<file path="src/design/rvRegFile.sv">
`timescale 1ns/10ps

module rvRegFile (
    input  logic        clk,
    input  logic        rstN,
    input  logic [4:0]  rs1Addr,
    input  logic [4:0]  rs2Addr,
    input  logic [4:0]  dbgAddr,
    output logic [63:0] rs1Val,
    output logic [63:0] rs2Val,
    output logic [63:0] dbgVal,
    input  logic        we,
    input  logic [4:0]  rdAddr,
    input  logic [63:0] rdVal
);

    logic [63:0] regs [32];

    // x0 is cleared by reset and never written
    always_ff @(posedge clk) begin
        if (!rstN) begin
            for (int i = 0; i < 32; i++)
                regs[i] <= '0;
        end else if (we && rdAddr != 5'd0) begin
            regs[rdAddr] <= rdVal;
        end
    end

    assign rs1Val = regs[rs1Addr];
    assign rs2Val = regs[rs2Addr];
    assign dbgVal = regs[dbgAddr];

endmodule

</file>
<file path="config.mk">
export PLATFORM = sky130hd
export DESIGN_NAME = rvRegFile
export DESIGN_NICKNAME = d
export VERILOG_FILES = /design/src/design/rvRegFile.sv
export SDC_FILE = /design/constraint.sdc
export NUM_CORES = 2
export LEC_CHECK = 0
export BUFFER_PORTS_ARGS = -buffer_cell sky130_fd_sc_hd__buf_2
export CORE_UTILIZATION = 25
export DETAILED_ROUTE_END_ITERATION = 10
export PLACE_DENSITY = 0.51
export SYNTH_ARGS = -nofsm -noshare
export SYNTH_HDL_FRONTEND = slang
export SYNTH_SLANG_ARGS = --single-unit
</file>
<file path="constraint.sdc">
create_clock -name clk -period 20.3 [get_ports clk]
set_input_delay 3.045 -clock clk [delete_from_list [all_inputs] [get_ports clk]]
set_output_delay 3.045 -clock clk [all_outputs]
set_load 0.005 [all_outputs]
</file>
# --- Word level (Yosys, flattened, before mapping) ---
# Memories as Yosys holds them, arrays and structs flattened.
# Cells that the tools add are included.
op_classes:
  muxes: 7
  n_reduce_logical: 3
op_table:
  columns: ["cell", "n"]
  rows:
  - ["64-bit two-way mux", 1]
  - ["64-bit OR reduction", 1]
  - ["1-bit two-way mux", 5]
  - ["5-bit two-way mux", 1]
  - ["5-bit nonzero test", 1]
  - ["1-bit logical AND", 1]
word_totals:
  register_bits: 0
  ramBits: 2048
  in_bits: 87
  out_inout_bits: 192
  mem_count: 1
memory_table:
  columns: ["memory", "depth", "word_bits", "rd", "rd_clocked_by_memory_dff", "wr", "line_no", "text"]
  rows:
  - ["regs", 32, 64, 3, 0, 32, "17", "logic [63:0] regs [32];"]

# --- Logic depth before layout (Yosys ltp) ---
logic_depth:
  depth_word: 7
  depth_mapped: 10
  ltp_nobuf: 4

# --- Worst setup path before layout ---
# OpenSTA, ideal clock, no wires.
synth_timing:
  path_kind: "input port to flip-flop"
  start: "in rstN"
  end: "mem regs[24][0], enable pin"
  setup_time_ns: 0.575
  arrival_time_ns: 8.422
  slack_ns: 11.304
  stages: 5
  n_path_buf: 2
  path_cell_list: "clkbuf_1 -> nand2_1 -> or3_1 -> clkbuf_1 -> o21ai_0"
synth_lines:
  columns: ["element", "line_no", "text"]
  rows:
  - ["start: declaration", "5", "input logic rstN,"]
  - ["end: declaration", "17", null]

# --- Final worst setup path ---
layout_timing:
  start: "in rs1Addr[0]"
  end: "out rs1Val[63]"
layout_via:
  elab_chain_len: 1
layout_rtl:
  columns: ["element", "line_no", "text"]
  rows:
  - ["start: declaration", "6", "input logic [4:0] rs1Addr,"]
  - ["memory read 32 x 64 bit", null, null]
  - ["end: declaration", "9", "output logic [63:0] rs1Val,"]
# No other way between the ends.

==> metrics.txt <==
run status completed; Post-route DRC 0; dominant combinational cell family by area after synthesis multiplexers; wirelength, routed roughly 560 mm; horizontal die dimension a little over 700 µm; ys flop type sky130_fd_sc_hd__edfxtp_1; maximum single-stage delay on the critical path around 930 ps; peak clock frequency supported by timing around 90 MHz; number of enable-type register cells in the synthesized netlist 2,048; Die Span Y around 710 µm; number of hold buffers added after cts 0; NumNets Final 7,667; overall die area ~0.5 mm²; starting density of the core 0.252; capturing element type of the critical path output port; first-pass detailed-route iteration total 5; cell breakdown of the critical path buf_8 -> buf_4 -> buf_4 -> buf_4 -> mux2i_1 -> a21boi_0 -> o21ai_0 -> a211oi_1 -> buf_4 -> buf_2; netlist area before placement 0.124 mm²; post-synthesis share of cell area spent on full adders, half adders and majority gates 0; Hold Violations, Final 0; Boundary Pins around 280; total setup buffers inserted after CTS 0; classification of the worst-slack hold path in -> reg; final critical-path share of the clock period 0.553; placed cell count 14.0k; count of buffers inserted at the top-level ports approximately 280; gate count of the mapped netlist approximately 7.6k; TritonCTS clock tree built; initial antenna violation count 157; Critical Setup Path Class in -> out; Setup-failing EPs final 0; Seq/Total Area, Yosys 0.494; post-placement cell area 0.133 mm²; number of H-tree levels 4; post-layout minimum cycle time 11,230 ps; via count of the first global-routing pass just over 80k; wire length of the first global-routing pass 747 mm; worst-path fanout max 68; root cell of the clock tree sky130_fd_sc_hd__clkbuf_16; pin slew with the least headroom to its limit around 1400 ps; worst setup slack after layout between 9000 and 10,000 ps; violation count after the first detailed-route iteration 13.8k; average cell area after synthesis about 16 µm²; Worst Hold Depth 2; post-layout instance count excluding filler cells approximately 15k; proportion of synthesized area in mux cells 0.349; Largest register FFs 2,048; compound-gate portion of the synthesized area 0.0201; simple-gate share of the synthesized area 0.105; Clock Pin Slew Worst Setup and Hold Paths ~60 ps; FF+latch count, synth 2,048; Most Frequent Cell on Critical Path sky130_fd_sc_hd__buf_4; via count approximately 83k; asr flop ratio synth 0; synthesis-to-finish area growth 13.6%; worst slack at placement ~9000 ps; power density normalized to cell area about 80 mW/mm²; gr ovfl total 0; endpoint required time on the critical path between 15,000 and 20,000 ps; headroom to the max-slew limit 0.0364; Core ar. around 0.49 mm²; TNS Setup 0 ps; placed wire-length estimate around 320 mm; Yosys warning total 0; number of distinct library cell variants in the gate-level netlist after synthesis 35; Top reg by flops regs; critical path launch point type input port; post-detailed-route count of antenna-violating nets 0; Max-cap violations 0; leakage power of the design between 40 and 50 nW; RSZ-0062 raised after global routing false; Wirelength per Cell ~39 µm; Via-to-Cell Ratio 5.70; number of pins exceeding their max-slew limit in the final report 0; maximum clock path buffer count 4; XOR/XNOR share of the synthesized area 0; Regs by FF count regs: 2048 flops; gr usage total 0.217; Resized Gates After CTS 0; Cell Rows 258; Layout Cell Area excl Fill 0.141 mm²; data arrival time of the worst path approximately 8200 ps; layout cells sized above 1 0.374; final hold slack 2660 ps; number of clock sinks between 2k and 2.5k; slowest cell on the critical path sky130_fd_sc_hd__a211oi_1; number of CTS-inserted buffers 234; GPL Wtd Cong between 0.8 and 0.9; largest net degree at the start of global routing 113; VDD IR-drop max between 70 and 80 µV
## through the flow
step | utilization | power, mW
5_1_grt | 0.285 | 11.6
3_5_place_dp | 0.270 | 6.99
6_report | 0.286 | 11.3
3_3_place_gp | 0.270 | 6.97
4_1_cts | 0.285 | 11.3
2_1_floorplan | - | 6.22
## final timing paths
| check | slack (ps) | from | end |
|---|---|---|---|
| worst min-delay path | 2660 | rdVal[13] | regs[25][13]$_SDFFCE_PN0P_ |
| worst max-delay path | 9070 | rs1Addr[0] | rs1Val[63] |
## critical path, delay by kind of cell
| family | cells | cell delay [ps] |
|---|---|---|
| buffers and inverters | 6 | 3350 |
| muxes | 1 | 170 |
| AOI/OAI and AO/OA | 3 | 1310 |
## cells by family (layout without fill, tap and decap cells)
| family | count (synthesis) | after routing |
|---|---|---|
| mux | 2225 | 2225 |
| simple gates | 2115 | 2115 |
| flops | 2048 | 2048 |
| buf+inv | 888 | 959 |
| compound gates | 361 | 361 |
| other cells | 1 | 192 |
## synth_stat cells, drive strengths merged (9+ instances only)
master | instances | area [µm²]
edfxtp | 2048 | 61500
and2 | 1987 | 12400
mux4 | 1665 | 37500
clkbuf | 554 | 2080
buf | 332 | 1780
mux2 | 286 | 3220
mux2i | 274 | 2740
o22ai | 92 | 576
o21ai | 77 | 385
a221oi | 63 | 552
nor2 | 55 | 206
nor2b | 47 | 294
a211oi | 42 | 315
a21boi | 21 | 158
a21oi | 21 | 105
a221o | 16 | 160
o22a | 12 | 105
o32a | 9 | 90.1
## placed cells by master, fill, tap and decap left out, drive strengths merged, types with 63 or more instances in the layout
master  synthesis  final
conb            1     64
o21ai          77     77
mux4         1665   1665
clkbuf        554    282
mux2i         274    274
clkinv          0    103
mux2          286    286
buf           332    525
and2         1987   1987
o22ai          92     92
edfxtp       2048   2048
a221oi         63     63
diode           0    128
## layout make-up
class	count	area (µm²)
Multi-Input combinational cell	4765	60000
Antenna cell	128	320
Tap cell	6630	8300
Clock buffer	278	6060
Inverter	2	20.0
Timing Repair Buffer	529	3540
Clock inverter	150	1580
Sequential cell	2048	61500
Fill cell	49100	353000
## power breakdown
group | switching [mW] | internal [mW] | leakage, nW
logic | 1.03 | 0.800 | 22.9
registers | 0.188 | 4.90 | 19.5
clock network | 1.90 | 2.49 | 3.71
## metal layers
layer | vias up | track usage | share of wire
met5 | - | 0.00211 | 0.00060
met4 | 32 | 0.119 | 0.057
met3 | 1354 | 0.0552 | 0.12
met2 | 6620 | 0.339 | 0.46
met1 | 44100 | 0.276 | 0.37
li1 | 30700 | - | -
Note: power is estimated with default switching activity, not from simulation.
