$ cat src/design/rvIsaPkg.sv
package rvIsaPkg;

    typedef enum logic [6:0] {
        opLoad   = 7'b0000011,
        opImm    = 7'b0010011,
        opAuipc  = 7'b0010111,
        opImm32  = 7'b0011011,
        opStore  = 7'b0100011,
        opOp     = 7'b0110011,
        opLui    = 7'b0110111,
        opOp32   = 7'b0111011,
        opBranch = 7'b1100011,
        opJalr   = 7'b1100111,
        opJal    = 7'b1101111,
        opSystem = 7'b1110011
    } opcode_e;

    typedef struct packed {
        logic [6:0] funct7;
        logic [4:0] rs2;
        logic [4:0] rs1;
        logic [2:0] funct3;
        logic [4:0] rd;
        opcode_e    opcode;
    } rType_t;

    typedef struct packed {
        logic [11:0] imm11to0;
        logic [4:0]  rs1;
        logic [2:0]  funct3;
        logic [4:0]  rd;
        opcode_e     opcode;
    } iType_t;

    typedef struct packed {
        logic [6:0] imm11to5;
        logic [4:0] rs2;
        logic [4:0] rs1;
        logic [2:0] funct3;
        logic [4:0] imm4to0;
        opcode_e    opcode;
    } sType_t;

    typedef struct packed {
        logic       imm12;
        logic [5:0] imm10to5;
        logic [4:0] rs2;
        logic [4:0] rs1;
        logic [2:0] funct3;
        logic [3:0] imm4to1;
        logic       imm11;
        opcode_e    opcode;
    } bType_t;

    typedef struct packed {
        logic [19:0] imm31to12;
        logic [4:0]  rd;
        opcode_e     opcode;
    } uType_t;

    typedef struct packed {
        logic       imm20;
        logic [9:0] imm10to1;
        logic       imm11;
        logic [7:0] imm19to12;
        logic [4:0] rd;
        opcode_e    opcode;
    } jType_t;

    typedef union packed {
        rType_t rType;
        iType_t iType;
        sType_t sType;
        bType_t bType;
        uType_t uType;
        jType_t jType;
    } rvInst_u;

    typedef enum logic [3:0] {
        aluAdd,
        aluSub,
        aluXor,
        aluOr,
        aluAnd,
        aluSll,
        aluSrl,
        aluSlt,
        aluSltu,
        aluPassB,
        aluNone
    } aluOp_e;

    typedef enum logic [1:0] {
        wbAlu,
        wbMem,
        wbLink,
        wbWord  // low word of alu, sign-extended
    } wbSel_e;

    typedef struct packed {
        aluOp_e     aluOp;
        logic       selA;  // 1 = pc
        logic       selB;  // 1 = immediate
        logic       writeRd;
        wbSel_e     wbSel;
        logic       memRead;
        logic [7:0] memWriteMask;
        logic [3:0] readBytes;
        logic       loadSigned;
        logic       takeJump;
        logic       jumpReg;
        logic       isEbreak;
    } decodeOut_t;

endpackage
$ cat src/design/rvDecoder.sv
`timescale 1ns/10ps

module rvDecoder import rvIsaPkg::*; (
    input  rvInst_u     inst,
    input  logic [63:0] rs1Val,
    input  logic [63:0] rs2Val,
    output decodeOut_t  dec,
    output logic [63:0] imm
);

    logic [2:0] funct3;
    logic [6:0] funct7;

    assign funct3 = inst.rType.funct3;
    assign funct7 = inst.rType.funct7;

    // shared by reg-reg and reg-imm ops; shifts take a 6-bit shamt in the I form
    function automatic aluOp_e aluSel(input logic [2:0] f3, input logic [6:0] f7,
                                      input logic isReg);
        aluOp_e op;
        logic   regOk;
        logic   shOk;
        op    = aluNone;
        regOk = !isReg || f7 == 7'h00;
        shOk  = isReg ? f7 == 7'h00 : f7[6:1] == 6'h00;
        case (f3)
            3'b000: begin
                if (regOk)
                    op = aluAdd;
                else if (f7 == 7'h20)
                    op = aluSub;
            end
            3'b001: op = shOk ? aluSll : aluNone;
            3'b010: op = regOk ? aluSlt : aluNone;
            3'b011: op = regOk ? aluSltu : aluNone;
            3'b100: op = regOk ? aluXor : aluNone;
            3'b101: op = shOk ? aluSrl : aluNone;  // sra/srai not supported
            3'b110: op = regOk ? aluOr : aluNone;
            default: op = regOk ? aluAnd : aluNone;
        endcase
        return op;
    endfunction

    always_comb begin
        case (inst.rType.opcode)
            opStore:
                imm = {{52{inst.sType.imm11to5[6]}}, inst.sType.imm11to5, inst.sType.imm4to0};
            opBranch:
                imm = {{51{inst.bType.imm12}}, inst.bType.imm12, inst.bType.imm11,
                       inst.bType.imm10to5, inst.bType.imm4to1, 1'b0};
            opLui, opAuipc:
                imm = {{32{inst.uType.imm31to12[19]}}, inst.uType.imm31to12, 12'b0};
            opJal:
                imm = {{43{inst.jType.imm20}}, inst.jType.imm20, inst.jType.imm19to12,
                       inst.jType.imm11, inst.jType.imm10to1, 1'b0};
            default:
                imm = {{52{inst.iType.imm11to0[11]}}, inst.iType.imm11to0};
        endcase
    end

    always_comb begin
        dec       = '0;
        dec.aluOp = aluNone;
        dec.wbSel = wbAlu;
        case (inst.rType.opcode)
            opOp, opImm: begin
                dec.selB    = inst.rType.opcode == opImm;
                dec.aluOp   = aluSel(funct3, funct7, inst.rType.opcode == opOp);
                dec.writeRd = dec.aluOp != aluNone;
            end
            opOp32, opImm32: begin  // addw / addiw only
                dec.selB  = inst.rType.opcode == opImm32;
                dec.wbSel = wbWord;
                if (funct3 == 3'b000 && (dec.selB || funct7 == 7'h00))
                    dec.aluOp = aluAdd;
                dec.writeRd = dec.aluOp != aluNone;
            end
            opLui: begin
                dec.selB    = 1'b1;
                dec.aluOp   = aluPassB;
                dec.writeRd = 1'b1;
            end
            opAuipc: begin
                dec.selA    = 1'b1;
                dec.selB    = 1'b1;
                dec.aluOp   = aluAdd;
                dec.writeRd = 1'b1;
            end
            opJal: begin
                dec.wbSel    = wbLink;
                dec.takeJump = 1'b1;
                dec.writeRd  = 1'b1;
            end
            opJalr: begin
                dec.selB    = 1'b1;  // target = rs1 + imm from alu
                dec.aluOp   = aluAdd;
                dec.wbSel   = wbLink;
                dec.jumpReg = 1'b1;
                dec.writeRd = 1'b1;
            end
            opBranch: begin
                case (funct3)
                    3'b000: dec.takeJump = rs1Val == rs2Val;
                    3'b001: dec.takeJump = rs1Val != rs2Val;
                    3'b100: dec.takeJump = $signed(rs1Val) < $signed(rs2Val);
                    3'b101: dec.takeJump = $signed(rs1Val) >= $signed(rs2Val);
                    3'b110: dec.takeJump = rs1Val < rs2Val;
                    3'b111: dec.takeJump = rs1Val >= rs2Val;
                    default: dec.takeJump = 1'b0;
                endcase
            end
            opLoad: begin
                if (!(funct3[2] && funct3[1])) begin  // lwu and above rejected
                    dec.selB       = 1'b1;
                    dec.aluOp      = aluAdd;
                    dec.wbSel      = wbMem;
                    dec.memRead    = 1'b1;
                    dec.readBytes  = 4'b0001 << funct3[1:0];
                    dec.loadSigned = !funct3[2];
                    dec.writeRd    = 1'b1;
                end
            end
            opStore: begin
                dec.selB  = 1'b1;
                dec.aluOp = aluAdd;
                case (funct3)
                    3'b000: dec.memWriteMask = 8'b0000_0001;
                    3'b001: dec.memWriteMask = 8'b0000_0011;
                    3'b010: dec.memWriteMask = 8'b0000_1111;
                    3'b011: dec.memWriteMask = 8'b1111_1111;
                    default: dec.aluOp = aluNone;
                endcase
            end
            opSystem: begin
                dec.isEbreak = funct3 == 3'b000 && inst.iType.imm11to0 == 12'h001
                            && inst.iType.rs1 == 5'd0 && inst.iType.rd == 5'd0;
            end
            default: ;
        endcase
    end

endmodule

$ cat config.mk
export PLATFORM = sky130hd
export DESIGN_NAME = rvDecoder
export DESIGN_NICKNAME = d
export VERILOG_FILES = /design/src/design/rvIsaPkg.sv /design/src/design/rvDecoder.sv
export SDC_FILE = /design/constraint.sdc
export NUM_CORES = 1
export LEC_CHECK = 0
export ABC_CLOCK_PERIOD_IN_PS = 4000
export CORE_AREA = 5 5 95 97
export DETAILED_ROUTE_END_ITERATION = 10
export DIE_AREA = 0 0 100 102
export DONT_BUFFER_PORTS = 1
export PLACE_DENSITY = 0.47
export SYNTH_ARGS = -nofsm -noshare
export SYNTH_HDL_FRONTEND = slang
export SYNTH_SLANG_ARGS = --single-unit
$ cat constraint.sdc
create_clock -name vclk -period 4
set_input_delay 0.8 -clock vclk [all_inputs]
set_output_delay 0.8 -clock vclk [all_outputs]
set_load 0.005 [all_outputs]
---- Word level (Yosys, flattened, before mapping) ----
Index checks and enable logic that the tools add are counted.
storage, ports and cells
  register bits after elaboration ......... 0
  bits in latches ......................... 0
  RAM bits ................................ 0
  memory bits (read-only) ................. 0
  input bits .............................. 160
  output and inout bits ................... 90
  memories ................................ 0
cells by class
  add/subtract/negate cells ............... 0
  multiply operators ...................... 0
  div/mod/pow operators ................... 0
  magnitude comparators ................... 4
  equality and inequality tests ........... 25
  shift operators ......................... 1
  multiplexer cells ....................... 32
  bitwise gates (word level) .............. 0
  reduce and logical (&&, ||, !) cells .... 22
operators by type and width
  cell                                             count
  >= comparator 64 bit                             2
  less-than comparator 64 bit                      2
  case mux 31 bit (4 select lines)                 1
  == test 64 bit                                   1
  inequality test 64 bit                           1
  two-way mux 4 bit                                13
  == test 7 x 6 -> 1 bit (second input constant)   5
  case mux 8 bit (4 select lines)                  1
  == test 7 bit (second input constant)            4
  case mux 4 bit (7 select lines)                  1
  case mux 4 bit (6 select lines)                  1
  == test 7 x 5 -> 1 bit (second input constant)   3
  two-way mux 5 bit                                3
  == test 12 x 1 -> 1 bit (second input constant)  1
  == test 3 bit (second input constant)            4
  OR reduction 4 bit                               3
  zero test 5 bit                                  2
  OR reduction 2 bit                               5
  two-way mux 8 bit                                1
  inequality test 4 bit (second input constant)    2
  case mux 1 bit (4 select lines)                  2
  == test 7 x 2 -> 1 bit (second input constant)   1
  zero test 7 bit                                  1
  == test 3 x 2 -> 1 bit (second input constant)   2
  other kinds (12)                                 22

---- Depth between registers and ports, before layout ----
Gate-level depths: netlist of the first run.
  depth in word-level cells ............... 8
  mapped depth ............................ 10
  depth with buffers taken out ............ 10

---- Worst setup path before layout of the first run ----
No wires, ideal clock.
  kind .................................... in2out
  start ................................... input port rs2Val[14]
  end ..................................... output port dec[2] in the netlist's numbering
  arrival ................................. 2.716 ns
  data required time ...................... 3.200 ns
  slack ................................... 0.484 ns
  stages .................................. 10
  buffers on the path ..................... 0
  path through ............................ inv_1 > ha_1 > a21oi_1 > nand2_1 > a221o_1 > nor3_2 > o221ai_2 > or4b_1 > a41oi_1 > o31ai_1
RTL lines
  element      RTL line        text
  from (decl)  rvDecoder.sv:6  input logic [63:0] rs2Val,
  to (decl)    rvDecoder.sv:7  output decodeOut_t dec,

==> impl_metrics.tcl, run 1 <==
set metrics [dict create \
    wl_um 8750 \
    grt_pass1_wl_um 13000 \
    fin_crit_ns 3.81 \
    critical_path_class "in -> out" \
    layout_commonest_cell "inv_1" \
    cp_slowest_cell "or4b_1" \
    io_buffers 0 \
    layout-drive-gt1-share_pct 5.99 \
    ant_nets 0 \
    crit_path_end_kind "primary output" \
    synth_top_cell_by_area "ha_1" \
    hold_path_depth 0 \
    final-max-slew-violation-count 0 \
    synthCells 445 \
    yosys-top-cells-area "ha_1 (27%), buf_4 (9.5%), inv_1 (9.0%), nand2_1 (5.7%), a21oi_1 (5.5%)" \
    antenna_found_initial 0 \
    drc_errors 0 \
    layout.area.seq_sq_um 0 \
    dr.first_iter.drc_count 92 \
    dpl.hpwl_um 7880 \
    vias 2827 \
    grt_pass1_vias 2858 \
    core-area_sq_um 8050 \
    avgSynthCellArea_sq_um 6.55 \
    fmax_mhz 263 \
    die_h_um 102 \
    viasPerCell 5.59 \
    synth_nets 669 \
    path_cells "inv_1 -> ha_1 -> a21oi_1 -> nand2_1 -> a221o_1 -> nor3_2 -> o221ai_2 -> or4b_1 -> a41oi_2 -> o31ai_1 -> buf_4" \
    rsz0062_at_grt "false" \
    p_seq_share_pct 0 \
    num_antenna_cells 0 \
    hold_viol_final 0 \
    place_congestion 0.792 \
    initial_core_util_pct 36.2 \
    setup_viol 0 \
    design.seq.count 0 \
    worst_pin_slew_ns 0.715 \
    arrival_ns 3.01 \
    n_clock_buffer 0 \
    p_int_mw 0.0924 \
    combinationalPowerShare_pct 100.0 \
    final_cell_mix "inv_1 (70), ha_1 (64), nand2_1 (44)" \
    fp.dieW_um 100 \
    hold_start "inst[31]" \
    grt_overflow 0 \
    rows 33 \
    synth_top_area_share_pct 27.5 \
    grt_usage_pct 15.1 \
    post-route-period-util_pct 95.1 \
    p_leak_nw 1.41 \
    grt_max_degree 38 \
    p_sw_mw 0.111 \
    total_power_mw 0.203 \
    drt_first_pass_iters 4 \
    endpoint "dec[2]" \
    power.density_nw_per_um2 72.9 \
    start_kind "input pin" \
    routedWlPerCell_um 17.3 \
    dieArea_sq_um 10200 \
    synth_area_sq_um 2910 \
    worstPathMaxFanout 6 \
    sw_frac_of_total_pct 54.5 \
    nNetsFinal 627 \
    ys_warn_count 0 \
    io_pins 250 \
    ir_worst_vdd_v 0.0000364 \
    crit_required_ns 3.20 \
    maxCapViolations 0 \
    seq_area_frac_synth_pct 0 \
    timing.hold.ws_ns 1.60 \
    slew_headroom_pct 52.2 \
    ys_types 60 \
    p_clk_share_pct 0 \
    fin_tns_setup_ns 0 \
    post-route-util_pct 34.6 \
    setup.worst_path.start "rs2Val[14]" \
    slowest_delay_ns 0.50 \
    syn2layout_area_growth_pct -4.47 \
    fillCellCount 888 \
    holdCritPathClass "in -> out" \
    status "finished, final reports clean" \
]
[layout make-up]
type	instances	area, sq um	area share (%)
Inverter	70	263	9.44
Multi-Input combinational cell	324	2340	84.0
Tap cell	105	131	4.72
Timing Repair Buffer	7	52.6	1.89
[cells in the mapped netlist, drive strengths merged (3+ instances only)]
cell type / count
clkbuf: 11
or4b: 3
buf: 40
a21oi: 33
o22ai: 3
nand4: 14
nor4: 10
o21ai: 28
nand2: 44
o21a: 3
nand2b: 4
nor3: 13
nor2: 23
or2: 5
inv: 70
a21o: 12
ha: 64
and2: 8
nor4b: 3
nand3: 14
[worst min-delay path by stage]
stage                    to  slack (ns)
floorplan           imm[31]        1.68
global placement    imm[33]        1.60
detailed placement  imm[33]        1.60
CTS                 imm[33]        1.60
global route        imm[55]        1.60
finish              imm[33]        1.60
[power groups by stage]
stage	logic (mW)	clock network, mW	registers, mW
2_1_floorplan	0.198	0	0
3_3_place_gp	0.198	0	0
3_5_place_dp	0.202	0	0
4_1_cts	0.204	0	0
5_1_grt	0.240	0	0
6_report	0.203	0	0
[critical path: cells and delay by family]
family	cells	cell delay, ns
simple gates	3	0.78
compound gates	5	0.95
fa+ha+maj	1	0.31
buf+inv	2	0.18
[per-layer routing]
layer / track usage, % / part of all wire (%)
met1: 18.0 / 40
met2: 29.7 / 52
met3: 2.53 / 7.8
met4: 0.311 / 0
met5: 0 / 0
[repair_timing]
action                     CTS  global route
resized for setup            0             3
hold buffers                 0             0
setup endpoints to repair    0             1
setup buffers                0             2
[cell families (layout without fill, tap and decap cells)]
kind of cell,Yosys count,in the layout,share of synthesized area [%]
simple gates,154,154,28.8
fa+ha+maj,65,65,27.8
xor+xnor,2,2,0.601
buf+inv,121,77,20.4
compound gates,103,103,22.3
[through the flow]
step / cell area [sq um] / cells / worst slack (ns)
floorplan: 2910 / 445 / 0.484
global placement: 2760 / 504 / 0.192
detailed placement: 2760 / 504 / 0.128
CTS: 2760 / 504 / 0.121
global route: 2780 / 506 / 0.00198
finish: 2780 / 506 / 0.194
Note: power is estimated with default switching activity, not from simulation.
==> inputs of run 2 (changes only) <==
--- a/config.mk
+++ b/config.mk
@@ -5,7 +5,7 @@
 export SDC_FILE = /design/constraint.sdc
 export NUM_CORES = 1
 export LEC_CHECK = 0
-export ABC_CLOCK_PERIOD_IN_PS = 4000
+export ABC_CLOCK_PERIOD_IN_PS = 4470
 export CORE_AREA = 5 5 95 97
 export DETAILED_ROUTE_END_ITERATION = 10
 export DIE_AREA = 0 0 100 102
==> constraint.sdc (replaced) <==
create_clock -name vclk -period 4.47
set_input_delay 0.894 -clock vclk [all_inputs]
set_output_delay 0.894 -clock vclk [all_outputs]
set_load 0.005 [all_outputs]
==> run 2 against run 1 <==
Against the previous run: die area is the same; critical endpoint unchanged; highest routed layer unchanged; core utilization shrank 0.62 points; combinational power decreased by 12%; total power fell by 12%; critical path depth is 1 lower; setup slack better by 0.31 ns; sequential share of layout area unchanged; routed wire length grew 2.4%; via count increased by 0.88%; hold slack better by 0.19 ns; first-iteration DRC count grew 30%; largest power group unchanged.
==> impl_metrics.tcl, run 2 (synthesis results as in run 1) <==
set metrics [dict create \
    start_kind "input pin" \
    hold_viol_final 0 \
    crit_path_end_kind "primary output" \
    fillCellCount 892 \
    grt_usage_pct 15.7 \
    timing.hold.ws_ns 1.79 \
    status "finished, final reports clean" \
    ir_worst_vdd_v 0.0000314 \
    layout_commonest_cell "inv_1" \
    maxCapViolations 0 \
    wl_met2_um 4640 \
    dp.cells 501 \
    post-cts-setup-buffers 0 \
    hold_path_depth 0 \
    vias 2852 \
    drc_errors 0 \
    grt_overflow 0 \
    worstPathMaxFanout 5 \
    nNetsFinal 622 \
    dieArea_sq_um 10200 \
    crit_required_ns 3.58 \
    worst_pin_slew_ns 0.706 \
    hold_buffers 0 \
    dr.first_iter.drc_count 120 \
    top_layer "met3" \
    met3_wirelength_um 786 \
    arrival_ns 3.07 \
    design.seq.count 0 \
    p_leak_nw 1.38 \
    layout-drive-gt1-share_pct 4.29 \
    stdcell_area_sq_um 2730 \
    fp.dieW_um 100 \
    syn2layout_area_growth_pct -6.18 \
    ant_nets 0 \
    fin_tns_setup_ns 0 \
    routedWlPerCell_um 17.9 \
    holdCritPathClass "in -> out" \
    grt_pass1_vias 2848 \
    antenna_found_initial 0 \
    final-max-slew-violation-count 0 \
    slew_headroom_pct 52.5 \
    core-area_sq_um 8050 \
    cp_slowest_cell "or4b_1" \
    place_congestion 0.824 \
    rows 33 \
    placed_area_sq_um 2730 \
    setup_viol 0 \
    wl_um 8960 \
    n_clock_buffer 0 \
    viasPerCell 5.69 \
    drt_first_pass_iters 4 \
    slowest_delay_ns 0.51 \
    num_antenna_cells 0 \
    post-route-period-util_pct 88.8 \
    die_h_um 102 \
    multi_input_area_sq_um 2320 \
    io_buffers 0 \
    fmax_mhz 252 \
    layout.area.seq_sq_um 0 \
    grt_pass1_wl_um 13400 \
    final_cell_mix "inv_1 (70), ha_1 (64), nand2_1 (44)" \
    rsz0062_at_grt "false" \
    critical_path_class "in -> out" \
    initial_core_util_pct 36.2 \
    grt_max_degree 38 \
    power.density_nw_per_um2 65.0 \
    path_cells "inv_1 -> ha_1 -> nand4_1 -> nor2_1 -> a221oi_1 -> o21ai_0 -> or2_1 -> or4b_1 -> a41oi_1 -> o31ai_1" \
    dpl.hpwl_um 7990 \
    ctsResizeCount 0 \
    drt-met1-wl_um 3530 \
    fin_crit_ns 3.97 \
    final_cells 501 \
    io_pins 250 \
    total_power_mw 0.178 \
]
-- run 2: changes by cell type in the layout (fill, tap and decap cells not counted), sizes merged --
cell	delta
buf	-5
-- run 2: through the flow --
step / util [%] / setup WS, ns
finish: 34.0 / 0.503
global route: 34.0 / 0.298
CTS: 34.0 / 0.502
detailed placement: 34.0 / 0.494
global placement: 34.0 / 0.558
floorplan: - / 0.766
-- run 2: path summary, 6_finish.rpt --
path	startpoint	end	slack, ns
max	rs2Val[63]	dec[2]	0.50
min	inst[31]	imm[33]	1.79
-- run 2: per-layer routing --
metal | vias up | global-route usage, %
met2 | 130 | 30.3
met3 | 0 | 3.75
li1 | 1431 | -
met4 | 0 | 0
met1 | 1291 | 18.6
met5 | - | 0
-- run 2: power by group --
| part | switching [mW] | total (mW) | internal (mW) |
|---|---|---|---|
| Combinational | 0.0979 | 0.178 | 0.0798 |
| Clock | 0 | 0 | 0 |
| Sequential | 0 | 0 | 0 |
-- run 2: layout make-up --
type	count	area share (%)
multi-input cells	324	85.0
inverters	70	9.61
well taps	105	4.81
repair buffers	2	0.549
-- run 2: critical path: cells and delay by family --
kind	cells	cell delay [ns]
AO/OA/AOI/OAI	4	0.77
buffers and inverters	1	0.03
AND/OR/NAND/NOR	4	1.05
adder cells (fa/ha/maj)	1	0.34
